==> config.mk <==
export PLATFORM = sky130hd
export DESIGN_NAME = hyper_xface_top
export DESIGN_NICKNAME = d
export VERILOG_FILES = /design/src/common/hyper_pkg.sv /design/src/sequencer/hyper_read_capture.sv /design/src/sequencer/hyper_sequencer.sv /design/src/source/hyper_io_regs.sv /design/src/source/hyper_request.sv /design/src/source/hyper_xface_top.sv
export SDC_FILE = /design/constraint.sdc
export NUM_CORES = 1
export LEC_CHECK = 0
export CORE_MARGIN = 2
export CORE_UTILIZATION = 60
export DETAILED_ROUTE_END_ITERATION = 8
export DONT_BUFFER_PORTS = 1
export PLACE_DENSITY = 0.82
export SLEW_MARGIN = 20
export SYNTH_ARGS = -nofsm -noshare
export SYNTH_HDL_FRONTEND = slang
export SYNTH_SLANG_ARGS = --single-unit
==> constraint.sdc <==
create_clock -name clk -period 4.7 [get_ports clk]
set_clock_uncertainty 0.2 [all_clocks]
set_input_delay 0.47 -clock clk [delete_from_list [all_inputs] [get_ports clk]]
set_output_delay 0.47 -clock clk [all_outputs]
set_load 0.01 [all_outputs]
==> src/common/hyper_pkg.sv <==
// HyperRAM controller shared definitions
package hyper_pkg;

  // ------------------------------------------------
  // Data path widths
  // ------------------------------------------------

  // Request address and data width
  localparam int DWORD_W = 32;
  // Command/address word, six bytes on the bus
  localparam int CA_W = 48;
  // One DDR lane of the 8-bit device
  localparam int PIN_W = 8;
  // Byte enables per dword
  localparam int BE_W = 4;

  // ------------------------------------------------
  // Transaction timing in controller clocks
  // ------------------------------------------------

  // Two bytes per clock, so 48 bits take three
  localparam int CA_CYCLES = 3;
  // One dword in two clocks
  localparam int DATA_CYCLES = 2;
  // Read beat counter width
  localparam int BEAT_W = $clog2(DATA_CYCLES);
  // Fixed latencies, picked by RWDS during the command
  localparam int LATENCY_1X = 6;
  localparam int LATENCY_2X = 12;
  // Wait counter width, covers LATENCY_2X
  localparam int LAT_W = 6;
  // Chip select tail after the last data clock
  localparam int CS_HOLD = 2;

  // ------------------------------------------------
  // Command/address bit positions
  // ------------------------------------------------

  // 1 = read, 0 = write
  localparam int CA_RW_BIT = 47;
  // 1 = register space, 0 = memory space
  localparam int CA_AS_BIT = 46;
  // 1 = linear burst, always set here
  localparam int CA_BURST_BIT = 45;

  // Sequencer states
  typedef enum logic [2:0] {
    IDLE,
    CMD,
    WAIT,
    DATA,
    READ,
    HOLD
  } seq_state_t;

endpackage

==> src/sequencer/hyper_read_capture.sv <==
// HyperRAM read data capture
`timescale 1ns/1ps

module hyper_read_capture (
  input  logic                          clk,
  input  logic                          reset,
  input  logic                          capture_en,
  // RWDS, registered second edge and live first edge
  input  logic                          rwds_in_q,
  input  logic                          rwds_in0,
  // Data, registered first edge and live second edge
  input  logic [hyper_pkg::PIN_W-1:0]   dq_in0_q,
  input  logic [hyper_pkg::PIN_W-1:0]   dq_in1,
  output logic                          capture_done,
  output logic                          rd_valid,
  output logic [hyper_pkg::DWORD_W-1:0] rd_data
);
  import hyper_pkg::*;

  logic               strobe;
  logic [BEAT_W-1:0]  beat_cnt;
  logic [DWORD_W-1:0] rd_sr;

  // Falling RWDS across the clock marks a byte pair
  assign strobe = capture_en && rwds_in_q && !rwds_in0;

  // ------------------------------------------------
  // Beat counting
  // ------------------------------------------------
  always_ff @(posedge clk) begin
    if (reset) begin
      beat_cnt     <= '0;
      capture_done <= 1'b0;
      rd_valid     <= 1'b0;
    end else begin
      capture_done <= 1'b0;
      // Result one clock behind done
      rd_valid     <= capture_done;
      if (!capture_en) begin
        beat_cnt <= '0;
      end else if (strobe) begin
        if (beat_cnt == BEAT_W'(DATA_CYCLES - 1)) begin
          // Four bytes in
          beat_cnt     <= '0;
          capture_done <= 1'b1;
        end else begin
          beat_cnt <= beat_cnt + 1'b1;
        end
      end
    end
  end

  // Assembly, most significant pair first
  always_ff @(posedge clk) begin
    if (strobe) begin
      rd_sr <= {rd_sr[DWORD_W-2*PIN_W-1:0], dq_in0_q, dq_in1};
    end
    if (capture_done) begin
      rd_data <= rd_sr;
    end
  end

endmodule

==> src/sequencer/hyper_sequencer.sv <==
// HyperRAM transaction sequencer
`timescale 1ns/1ps

module hyper_sequencer (
  input  logic                          clk,
  input  logic                          reset,
  // Command from request stage
  input  logic                          cmd_valid,
  input  logic [hyper_pkg::CA_W-1:0]    cmd_ca,
  input  logic [hyper_pkg::DWORD_W-1:0] cmd_wdata,
  input  logic [hyper_pkg::BE_W-1:0]    cmd_mask,
  input  logic                          cmd_write,
  input  logic                          cmd_reg,
  output logic                          cmd_ready,
  // Registered RWDS, picks the latency
  input  logic                          rwds_in_q,
  // Pin side, before the IO flops
  output logic [hyper_pkg::PIN_W-1:0]   dq_edge0,
  output logic [hyper_pkg::PIN_W-1:0]   dq_edge1,
  output logic                          rwds_edge0,
  output logic                          rwds_edge1,
  output logic                          dq_oe_l_d,
  output logic                          rwds_oe_l_d,
  output logic                          cs_active,
  // Read capture control
  output logic                          capture_en,
  input  logic                          capture_done
);
  import hyper_pkg::*;

  seq_state_t          state;
  logic [LAT_W-1:0]    step_cnt;
  logic [LAT_W-1:0]    lat_load;
  logic                accept;
  logic                drive_phase;
  logic [CA_W-1:0]     ca_sr;
  logic [DWORD_W-1:0]  wdata_sr;
  logic [BE_W-1:0]     mask_sr;
  logic                write_q;
  logic                reg_q;

  assign cmd_ready = (state == IDLE);
  assign accept    = cmd_valid && cmd_ready;

  // Device asks for double latency by holding RWDS high
  assign lat_load = rwds_in_q ? LAT_W'(LATENCY_2X - 1) : LAT_W'(LATENCY_1X - 1);

  // ------------------------------------------------
  // State machine, one down counter for every phase
  // ------------------------------------------------
  always_ff @(posedge clk) begin
    if (reset) begin
      state    <= IDLE;
      step_cnt <= '0;
    end else begin
      case (state)
        IDLE: begin
          if (cmd_valid) begin
            state    <= CMD;
            step_cnt <= LAT_W'(CA_CYCLES - 1);
          end
        end
        CMD: begin
          if (step_cnt == '0) begin
            if (reg_q && write_q) begin
              // Register writes have zero latency
              state    <= DATA;
              step_cnt <= LAT_W'(DATA_CYCLES - 1);
            end else begin
              state    <= WAIT;
              step_cnt <= lat_load;
            end
          end else begin
            step_cnt <= step_cnt - 1'b1;
          end
        end
        WAIT: begin
          if (step_cnt != '0) begin
            step_cnt <= step_cnt - 1'b1;
          end else if (write_q) begin
            state    <= DATA;
            step_cnt <= LAT_W'(DATA_CYCLES - 1);
          end else begin
            state <= READ;
          end
        end
        DATA: begin
          if (step_cnt == '0) begin
            state    <= HOLD;
            step_cnt <= LAT_W'(CS_HOLD - 1);
          end else begin
            step_cnt <= step_cnt - 1'b1;
          end
        end
        // Length set by the device strobe
        READ: begin
          if (capture_done) begin
            state    <= HOLD;
            step_cnt <= LAT_W'(CS_HOLD - 1);
          end
        end
        HOLD: begin
          if (step_cnt == '0) begin
            state <= IDLE;
          end else begin
            step_cnt <= step_cnt - 1'b1;
          end
        end
        default: state <= IDLE;
      endcase
    end
  end

  // Shift registers, two bytes leave per clock
  always_ff @(posedge clk) begin
    if (accept) begin
      ca_sr    <= cmd_ca;
      wdata_sr <= cmd_wdata;
      mask_sr  <= cmd_mask;
      write_q  <= cmd_write;
      reg_q    <= cmd_reg;
    end else begin
      if (state == CMD) begin
        ca_sr <= {ca_sr[CA_W-2*PIN_W-1:0], {(2*PIN_W){1'b0}}};
      end
      if (state == DATA) begin
        wdata_sr <= {wdata_sr[DWORD_W-2*PIN_W-1:0], {(2*PIN_W){1'b0}}};
        mask_sr  <= {mask_sr[BE_W-3:0], 2'b00};
      end
    end
  end

  // ------------------------------------------------
  // Pin values
  // ------------------------------------------------
  always_comb begin
    dq_edge0   = '0;
    dq_edge1   = '0;
    rwds_edge0 = 1'b0;
    rwds_edge1 = 1'b0;
    case (state)
      CMD: begin
        dq_edge0 = ca_sr[CA_W-1 -: PIN_W];
        dq_edge1 = ca_sr[CA_W-PIN_W-1 -: PIN_W];
      end
      DATA: begin
        dq_edge0   = wdata_sr[DWORD_W-1 -: PIN_W];
        dq_edge1   = wdata_sr[DWORD_W-PIN_W-1 -: PIN_W];
        rwds_edge0 = mask_sr[BE_W-1];
        rwds_edge1 = mask_sr[BE_W-2];
      end
      default: ;
    endcase
  end

  // Writes own the bus through latency and data
  assign drive_phase = write_q && ((state == WAIT) || (state == DATA));
  // RWDS stays input during the command for latency sampling
  assign dq_oe_l_d   = !((state == CMD) || drive_phase);
  assign rwds_oe_l_d = !drive_phase;
  assign cs_active   = (state != IDLE);
  assign capture_en  = (state == READ);

endmodule

==> src/source/hyper_io_regs.sv <==
// HyperRAM pin IO flops
`timescale 1ns/1ps

module hyper_io_regs (
  input  logic                        clk,
  // From sequencer
  input  logic [hyper_pkg::PIN_W-1:0] dq_edge1,
  input  logic                        rwds_edge1,
  input  logic                        dq_oe_l_d,
  input  logic                        rwds_oe_l_d,
  input  logic                        cs_active,
  // From the pins
  input  logic                        rwds_in1,
  input  logic [hyper_pkg::PIN_W-1:0] dq_in0,
  // To the DDR IO block
  output logic [hyper_pkg::PIN_W-1:0] dq_out1,
  output logic                        rwds_out1,
  output logic                        dq_oe_l,
  output logic                        rwds_oe_l,
  output logic                        ck_en,
  // To sequencer and capture
  output logic                        rwds_in_q,
  output logic [hyper_pkg::PIN_W-1:0] dq_in0_q
);

  // ------------------------------------------------
  // Output side
  // ------------------------------------------------

  // Second edge lags a clock, giving rising then falling order
  always_ff @(posedge clk) begin
    dq_out1   <= dq_edge1;
    rwds_out1 <= rwds_edge1;
    // Enables follow the delayed edge
    dq_oe_l   <= dq_oe_l_d;
    rwds_oe_l <= rwds_oe_l_d;
    // Device clock runs a clock behind chip select
    ck_en     <= cs_active;
  end

  // ------------------------------------------------
  // Input side
  // ------------------------------------------------
  always_ff @(posedge clk) begin
    rwds_in_q <= rwds_in1;
    dq_in0_q  <= dq_in0;
  end

endmodule

==> src/source/hyper_request.sv <==
// HyperRAM request stage
`timescale 1ns/1ps

module hyper_request (
  input  logic                          clk,
  input  logic                          reset,
  // Request port
  input  logic                          req_valid,
  output logic                          req_ready,
  input  logic                          req_write,
  input  logic                          req_reg,
  input  logic [hyper_pkg::DWORD_W-1:0] req_addr,
  input  logic [hyper_pkg::DWORD_W-1:0] req_wdata,
  input  logic [hyper_pkg::BE_W-1:0]    req_byte_en,
  // Hand-off to sequencer
  output logic                          cmd_valid,
  output logic [hyper_pkg::CA_W-1:0]    cmd_ca,
  output logic [hyper_pkg::DWORD_W-1:0] cmd_wdata,
  output logic [hyper_pkg::BE_W-1:0]    cmd_mask,
  output logic                          cmd_write,
  output logic                          cmd_reg,
  input  logic                          cmd_ready
);
  import hyper_pkg::*;

  logic              accept;
  logic [CA_W-1:0]   ca_pack;

  // Single entry, so ready only while empty
  assign req_ready = !cmd_valid;
  assign accept    = req_valid && req_ready;

  // ------------------------------------------------
  // Command/address packing
  // ------------------------------------------------
  always_comb begin
    ca_pack = '0;
    // Read flag is the inverse of write
    ca_pack[CA_RW_BIT]    = !req_write;
    ca_pack[CA_AS_BIT]    = req_reg;
    ca_pack[CA_BURST_BIT] = 1'b1;
    if (req_reg) begin
      // Register space keeps the 16-bit word address
      ca_pack[CA_BURST_BIT-1:16] = req_addr[31:3];
      ca_pack[2:0]               = req_addr[2:0];
    end else begin
      // Memory space, always a dword aligned pair of half-words
      ca_pack[CA_BURST_BIT-1:16] = req_addr[30:2];
      ca_pack[2:0]               = {req_addr[1:0], 1'b0};
    end
    // Bits 15..3 reserved, left at zero
  end

  // Entry occupancy
  always_ff @(posedge clk) begin
    if (reset) begin
      cmd_valid <= 1'b0;
    end else if (accept) begin
      cmd_valid <= 1'b1;
    end else if (cmd_ready) begin
      // Sequencer took it
      cmd_valid <= 1'b0;
    end
  end

  // Held fields, loaded on acceptance
  always_ff @(posedge clk) begin
    if (accept) begin
      cmd_ca    <= ca_pack;
      cmd_wdata <= req_wdata;
      // RWDS high masks a byte
      cmd_mask  <= ~req_byte_en;
      cmd_write <= req_write;
      cmd_reg   <= req_reg;
    end
  end

endmodule

==> src/source/hyper_xface_top.sv <==
// HyperRAM controller top level
`timescale 1ns/1ps

module hyper_xface_top (
  input  logic                          clk,
  input  logic                          reset,
  // Request port
  input  logic                          req_valid,
  output logic                          req_ready,
  input  logic                          req_write,
  input  logic                          req_reg,
  input  logic [hyper_pkg::DWORD_W-1:0] req_addr,
  input  logic [hyper_pkg::DWORD_W-1:0] req_wdata,
  input  logic [hyper_pkg::BE_W-1:0]    req_byte_en,
  // Read result
  output logic                          rd_valid,
  output logic [hyper_pkg::DWORD_W-1:0] rd_data,
  // Device DDR pin pairs
  output logic [hyper_pkg::PIN_W-1:0]   dq_out0,
  output logic [hyper_pkg::PIN_W-1:0]   dq_out1,
  input  logic [hyper_pkg::PIN_W-1:0]   dq_in0,
  input  logic [hyper_pkg::PIN_W-1:0]   dq_in1,
  output logic                          dq_oe_l,
  output logic                          rwds_out0,
  output logic                          rwds_out1,
  input  logic                          rwds_in0,
  input  logic                          rwds_in1,
  output logic                          rwds_oe_l,
  output logic                          cs_l,
  output logic                          ck_en,
  output logic                          dram_rst_l
);
  import hyper_pkg::*;

  // Request to sequencer
  logic               cmd_valid;
  logic               cmd_ready;
  logic [CA_W-1:0]    cmd_ca;
  logic [DWORD_W-1:0] cmd_wdata;
  logic [BE_W-1:0]    cmd_mask;
  logic               cmd_write;
  logic               cmd_reg;
  // Sequencer to IO flops and capture
  logic [PIN_W-1:0]   dq_edge1;
  logic               rwds_edge1;
  logic               dq_oe_l_d;
  logic               rwds_oe_l_d;
  logic               cs_active;
  logic               capture_en;
  logic               capture_done;
  // Registered pin inputs
  logic               rwds_in_q;
  logic [PIN_W-1:0]   dq_in0_q;

  // Chip select held off through reset
  assign cs_l       = reset ? 1'b1 : !cs_active;
  assign dram_rst_l = !reset;

  // ------------------------------------------------
  // Pipeline stages
  // ------------------------------------------------
  hyper_request u_request (
    .clk(clk), .reset(reset),
    .req_valid(req_valid), .req_ready(req_ready),
    .req_write(req_write), .req_reg(req_reg),
    .req_addr(req_addr), .req_wdata(req_wdata), .req_byte_en(req_byte_en),
    .cmd_valid(cmd_valid), .cmd_ca(cmd_ca), .cmd_wdata(cmd_wdata),
    .cmd_mask(cmd_mask), .cmd_write(cmd_write), .cmd_reg(cmd_reg),
    .cmd_ready(cmd_ready)
  );

  // First edge pins come straight from the sequencer
  hyper_sequencer u_sequencer (
    .clk(clk), .reset(reset),
    .cmd_valid(cmd_valid), .cmd_ca(cmd_ca), .cmd_wdata(cmd_wdata),
    .cmd_mask(cmd_mask), .cmd_write(cmd_write), .cmd_reg(cmd_reg),
    .cmd_ready(cmd_ready), .rwds_in_q(rwds_in_q),
    .dq_edge0(dq_out0), .dq_edge1(dq_edge1),
    .rwds_edge0(rwds_out0), .rwds_edge1(rwds_edge1),
    .dq_oe_l_d(dq_oe_l_d), .rwds_oe_l_d(rwds_oe_l_d), .cs_active(cs_active),
    .capture_en(capture_en), .capture_done(capture_done)
  );

  hyper_read_capture u_read_capture (
    .clk(clk), .reset(reset), .capture_en(capture_en),
    .rwds_in_q(rwds_in_q), .rwds_in0(rwds_in0),
    .dq_in0_q(dq_in0_q), .dq_in1(dq_in1),
    .capture_done(capture_done), .rd_valid(rd_valid), .rd_data(rd_data)
  );

  hyper_io_regs u_io_regs (
    .clk(clk), .dq_edge1(dq_edge1), .rwds_edge1(rwds_edge1),
    .dq_oe_l_d(dq_oe_l_d), .rwds_oe_l_d(rwds_oe_l_d), .cs_active(cs_active),
    .rwds_in1(rwds_in1), .dq_in0(dq_in0),
    .dq_out1(dq_out1), .rwds_out1(rwds_out1), .dq_oe_l(dq_oe_l),
    .rwds_oe_l(rwds_oe_l), .ck_en(ck_en),
    .rwds_in_q(rwds_in_q), .dq_in0_q(dq_in0_q)
  );

endmodule

==> results of run 1 <==
==> what timing repair did <==
| action | in CTS | in global routing |
|---|---|---|
| gates resized for setup | 0 | 0 |
| hold endpoints to repair | 96 | 0 |
| hold buffers | 107 | 0 |
==> routing by layer <==
metal | GRT usage | vias to the layer above | routed length, µm
met3 | 0.0449 | 35 | 1220
met1 | 0.272 | 2334 | 6580
met4 | 0.0732 | 0 | 437
li1 | - | 2158 | -
met5 | 0 | - | 0
met2 | 0.373 | 221 | 8960
==> through the flow <==
| step | setup slack, ns | hold WS, ns | area [µm²] | total power [mW] | cells |
|---|---|---|---|---|---|
| after floorplan | 0.378 | 0.186 | 8850 | 3.66 | 497 |
| after global placement | 1.70 | 0.188 | 9050 | 3.84 | 663 |
| after detailed placement | 1.59 | 0.190 | 9050 | 3.92 | 663 |
| after CTS | 1.60 | 0.00478 | 10800 | 5.66 | 810 |
| after global routing | 1.40 | 0.0104 | 10800 | 5.91 | 811 |
| final | 1.59 | 0.0301 | 10800 | 5.68 | 811 |
==> placed cells by master (no fill, tap or decap), drive strengths merged, types with 2 or more instances in the layout <==
cell	synthesis	routed
a211oi	4	4
a21oi	6	6
a221oi	3	3
a22o	17	17
a31oi	2	2
and2	2	2
and3	40	40
buf	12	8
clkbuf	13	30
clkinv	2	10
dfxtp	34	34
dlygate4sd3	0	107
edfxtp	208	208
ha	4	4
inv	11	12
mux2	67	67
mux2i	3	3
nand2	9	9
nand3	3	3
nor2	12	12
nor2b	5	5
nor3	5	5
nor4	2	2
o21ai	12	12
o22ai	2	2
o31ai	2	2
o32a	2	2
or2	3	3
==> cell type report <==
type | instances | share of cell area
Sequential cell | 242 | 0.640
Multi-Input combinational cell | 217 | 0.165
Timing Repair Buffer | 115 | 0.106
Clock buffer | 30 | 0.0565
Tap cell | 184 | 0.0213
Clock inverter | 10 | 0.00590
Inverter | 13 | 0.00451
==> worst paths after layout <==
kind                                            to  slack [ns]  cells past startpoint
min                 u_request.cmd_ca[20]$_DFFE_PP_        0.03                      1
max reg2reg  u_sequencer.wdata_sr[2]$_SDFFCE_PN0P_        1.69                      3
max                                     dq_out0[7]        1.59                      3
min reg2reg      u_read_capture.rd_sr[8]$_DFFE_PP_        0.21                      0
==> power groups by stage <==
stage / Clock (mW) / Combinational [mW] / Sequential [mW]
floorplan: 0 / 0.751 / 2.91
global placement: 0 / 0.868 / 2.98
detailed placement: 0 / 0.919 / 3.00
CTS: 1.70 / 1.00 / 2.95
global route: 1.79 / 1.14 / 2.98
finish: 1.67 / 1.05 / 2.95
==> worst max-delay path, stage by stage, from the launching register on <==
cell	delay, ns
dfxtp_1	0.62
nor2b_1	0.32
and2_1	0.65
a22o_1	0.34
==> flip-flops by register name, summed over array words and instances, names as in the netlist, 4 cells and up <==
| register | flops |
|---|---|
| u_sequencer.mask_sr | 4 |
| u_request.cmd_mask | 4 |
| u_io_regs.dq_out1 | 8 |
| u_sequencer.ca_sr | 35 |
| u_read_capture.rd_sr | 32 |
| u_sequencer.wdata_sr | 32 |
| u_request.cmd_ca | 34 |
| u_io_regs.dq_in0_q | 8 |
| u_sequencer.step_cnt | 6 |
| u_request.cmd_wdata | 32 |
| u_read_capture.rd_data | 32 |
==> kinds of logic (layout without fill, tap and decap cells) <==
logic type | Yosys count | count (layout) | synth area share
simple gates | 86 | 86 | 0.0570
buf+inv | 38 | 168 | 0.0188
mux | 70 | 70 | 0.0886
fa+ha+maj | 4 | 4 | 0.00565
flops | 242 | 242 | 0.782
xor+xnor | 1 | 1 | 0.000989
compound gates | 56 | 56 | 0.0466
==> flow_summary_export.csv, run 1 <==
group,metric,value,unit
run_status,status,"finished clean",
worst_setup_path,required,4.03,ns
detailed_routing,ant_nets,0,
sta,drv_slew,0,
die,die_h,125,µm
sta,tightestPinTransition,0.992,ns
sta,fmax,321,MHz
detailed_routing,vias_per_cell,5.85,
cts,cts_tree,"done",
yosys,syn-instance-count,497,
worst_setup_path,critPathLaunch,"u_sequencer.state[1]$_SDFFE_PP0P_",
die,die_area,15700,µm²
yosys,ys_types,49,
placed_design,gp_congestion,0.899,
die,fp.dieW,125,µm
cts,cts_setup_buffers,0,
sta,finalHoldViolCount,0,
yosys,synth-seq-area-share,0.782,
run,maxCapViolations,0,
sta,finalSetupViolations,0,
yosys,syn_area_per_cell,17.8,µm²
die,ios,148,
yosys,ys.flop_type,"edfxtp_1",
global_routing,grt_pass1_vias,4886,
worst_setup_path,cp_max_fo,17,
power_and_ir_drop,p_leak,3.89,nW
cts,root_buffer,"clkbuf_16",
cts,path_clk_slew,0.07,ns
layout,finish.utilization,0.747,
detailed_routing,num_vias,4748,
placed_design,port_buffers,0,
yosys,ys_warn_count,0,
yosys,synth_fp_nets,592,
yosys,syn-cell-area,8850,µm²
layout,multi_input_area,1790,µm²
global_routing,antenna_found_initial,0,
yosys,post_synth_main_area_contributors,"edfxtp_1, mux2_2, dfxtp_1, and3_1, a22o_1",
min_path,hold_start,"req_reg",
layout,drive_gt1_frac,0.188,
detailed_routing,drtPass1Iterations,5,
cts,clock-sinks,242,
layout,fin_nets,707,
detailed_routing,drc,0,
yosys,synthTopCellsByCount,"edfxtp_1, mux2_2, and3_1",
power_and_ir_drop,ir_drop,0.375,mV
layout,diodes,0,
sta,rsz0062_at_grt,"false",
global_routing,grt-ovfl-total,0,
detailed_routing,wl_per_cell,21.2,µm
layout,area_growth,22.2,%
layout,fillers,817,
power_and_ir_drop,pwr-share-seq,0.520,
global_routing,grt_pass1_wl,26400,µm
yosys,synth-edff-count,208,
cts,clockBufferDepth,3,
power_and_ir_drop,switchingPower,1.53,mW
cts,worstSkewPairLatency,0.51,ns
cts,cts_inserted_buffers,23,
cts,htreeDepth,1,
yosys,synthDominantCellAreaShare,0.705,
yosys,yosys.area.top_type,"edfxtp_1",
sta,slew_headroom,0.337,
yosys,synth_most_common_cell,"edfxtp_1",
placed_design,hpwl,9640,µm
power_and_ir_drop,p_sw_frac,0.270,
die,row_count,44,
global_routing,grt.total_usage,0.215,
layout,seqCellArea,6930,µm²
power_and_ir_drop,pwr-share-comb,0.186,
power_and_ir_drop,internal_power,4.15,mW
worst_setup_path,crit-reg2reg-launch,"u_sequencer.state[1]$_SDFFE_PP0P_",
worst_setup_path,crit_arrival,2.44,ns
yosys,async_reset_ff_frac,0,
sta,fin_tns_setup,0,ns
detailed_routing,first_iter_violations,500,
power_and_ir_drop,clkPwrFrac,0.294,
detailed_routing,wirelength,17200,µm
power_and_ir_drop,p_per_area,525,nW/µm²
worst_setup_path,crit_type,"reg -> out",
worst_setup_path,crit_path_end_kind,"primary output",
die,core,14500,µm²
worst_setup_path,start_kind,"register",
die,initial_utilization,0.611,
sta,finalCriticalPeriod,3.11,ns
sta,min_period_over_period,0.662,
global_routing,grt_max_degree,41,
yosys,ys_seq_elements,242,
min_path,min_path_type,"in -> reg",
Power figures use the tool's default switching activity.
==> run 2, diff against run 1 <==
Clock period 4.7 ns to 3 ns, I/O delays scaled along.
==> run 2 against run 1 <==
Via count fell by 0.53%; setup slack got worse by 1.4 ns; register-to-register slack got worse by 1.3 ns; count of clock-buffer cells in the layout rose by 2; total power rose by 60%; critical endpoint is now dq_out0[2]; highest routed layer unchanged.
==> flow_summary_export.csv, run 2 (synthesis gave the netlist of run 1 again) <==
group,metric,value,unit
worst_setup_path,worstPathCellList,"inv_1 > nand2_1 > nor2_4 > buf_4 > a22o_1",
worst_setup_path,cp_max_fo,15,
layout,fillers,805,
die,row_count,44,
sta,finalCriticalPeriod,2.77,ns
layout,drive_gt1_frac,0.202,
layout,final_common_cell,"edfxtp_1",
sta,fin_tns_setup,0,ns
power_and_ir_drop,internal_power,6.66,mW
cts,worstSkewPairLatency,0.51,ns
layout,top_regs,"u_sequencer.ca_sr x35, u_request.cmd_ca x34",
power_and_ir_drop,clkPwrFrac,0.311,
power_and_ir_drop,switchingPower,2.44,mW
power_and_ir_drop,pwr-share-comb,0.183,
global_routing,grt.total_usage,0.229,
placed_design,place_area,9100,µm²
layout,multi_input_area,1800,µm²
sta,slew_headroom,0.413,
layout,area_growth,23.4,%
worst_setup_path,crit_arrival,2.27,ns
detailed_routing,drc,0,
die,die_h,125,µm
detailed_routing,ant_nets,0,
cts,htreeDepth,1,
global_routing,grt_pass1_vias,4985,
sta,finalSetupViolations,0,
sta,min_period_over_period,0.924,
detailed_routing,wirelength,17800,µm
power_and_ir_drop,ir_drop,0.636,mV
layout,fin_nets,710,
cts,cts_tree,"done",
detailed_routing,drtPass1Iterations,4,
worst_setup_path,crit_path_end_kind,"primary output",
global_routing,antenna_found_initial,1,
die,ios,148,
detailed_routing,wl_per_cell,21.8,µm
sta,whs,0.0737,ns
power_and_ir_drop,p_leak,3.94,nW
die,core,14500,µm²
detailed_routing,vias_per_cell,5.77,
min_path,min_path_type,"in -> reg",
power_and_ir_drop,p_sw_frac,0.268,
power_and_ir_drop,p_per_area,832,nW/µm²
die,die_area,15700,µm²
die,fp.dieW,125,µm
global_routing,grt_max_degree,41,
cts,root_buffer,"clkbuf_16",
cts,clockBufferDepth,3,
placed_design,hpwl,9860,µm
layout,finish.utilization,0.755,
run,maxCapViolations,0,
detailed_routing,first_iter_violations,358,
placed_design,gp_congestion,0.810,
worst_setup_path,cpMaxStageDelayCell,"dfxtp_1",
layout,largest_register,"u_sequencer.ca_sr",
layout,layout_common_cells,"edfxtp_1, dlygate4sd3_1, mux2_2, and3_1, dfxtp_1",
sta,finalHoldViolCount,0,
layout,fin_area,10900,µm²
global_routing,grt_pass1_wl,27900,µm
sta,tightestPinTransition,0.880,ns
sta,rsz0062_at_grt,"false",
worst_setup_path,cpPeakStageDelay,0.63,ns
layout,seqCellArea,6930,µm²
sta,drv_slew,0,
worst_setup_path,start_kind,"register",
worst_setup_path,critPathBufInv,2,
cts,cts_inserted_buffers,24,
detailed_routing,num_vias,4723,
worst_setup_path,critPathTopFamily,"flip-flops",
power_and_ir_drop,p_total,9.09,mW
cts,clock-sinks,242,
worst_setup_path,required,2.50,ns
layout,largest_reg_flops,35,
cts,path_clk_slew,0.06,ns
worst_setup_path,crit_type,"reg -> out",
die,initial_utilization,0.611,
placed_design,port_buffers,0,
cts,cts_setup_buffers,0,
global_routing,grt-ovfl-total,0,
power_and_ir_drop,pwr-share-seq,0.506,
run_status,status,"finished clean",
sta,fmax,361,MHz
## run 2: final timing paths
kind                                   startpoint                              endpoint  slack (ns)  depth (start not counted)
max             u_sequencer.state[1]$_SDFFE_PP0P_                            dq_out0[2]        0.23                          5
min reg2reg         u_io_regs.dq_in0_q[4]$_DFF_P_    u_read_capture.rd_sr[12]$_DFFE_PP_        0.20                          0
max reg2reg  u_sequencer.step_cnt[0]$_SDFFE_PP0P_  u_sequencer.step_cnt[5]$_SDFFE_PP0P_        0.42                          7
min                                         reset  u_sequencer.step_cnt[5]$_SDFFE_PP0P_        0.07                          3
## run 2: tightest hold or removal path: cells and delay by family
kind / cells / cell delay, ns
and+or+nand+nor: 3 / 0.42
## run 2: power groups by stage
stage	Combinational [mW]	Sequential, mW	Clock [mW]
CTS	1.64	4.60	2.87
detailed placement	1.49	4.67	0
finish	1.66	4.60	2.83
global placement	1.47	4.66	0
global route	1.82	4.65	3.02
floorplan	1.18	4.55	0
## run 2: what timing repair did
action	in CTS	in global routing
hold buffers	105	0
pin swaps	0	0
endpoints found under the setup margin	8	7
gates resized for setup	1	1
hold endpoints to repair	116	0
## run 2: per-stage QoR
stage                     setup WS (ns)  std cells
final                             0.229        818
after CTS                        0.0514        817
after global routing             0.0654        818
after detailed placement          0.347        668
after floorplan                  0.0361        497
after global placement            0.434        668
## run 2: layout make-up
cell class                 count  area share
clock buffer                  32      0.0595
timing repair buffer         117       0.106
clock inverter                12     0.00985
antenna                        1    0.000229
multi-input combinational    217       0.164
tap                          184      0.0211
sequential                   242       0.634
inverter                      13     0.00447
## run 2: routing by layer
layer  part of all wire  track usage  vias to the layer above
li1                   -            -                     2168
met1               0.37        0.282                     2317
met2               0.54        0.407                      210
met3              0.067       0.0471                       28
met4              0.023       0.0758                        0
met5                  0            0                        -
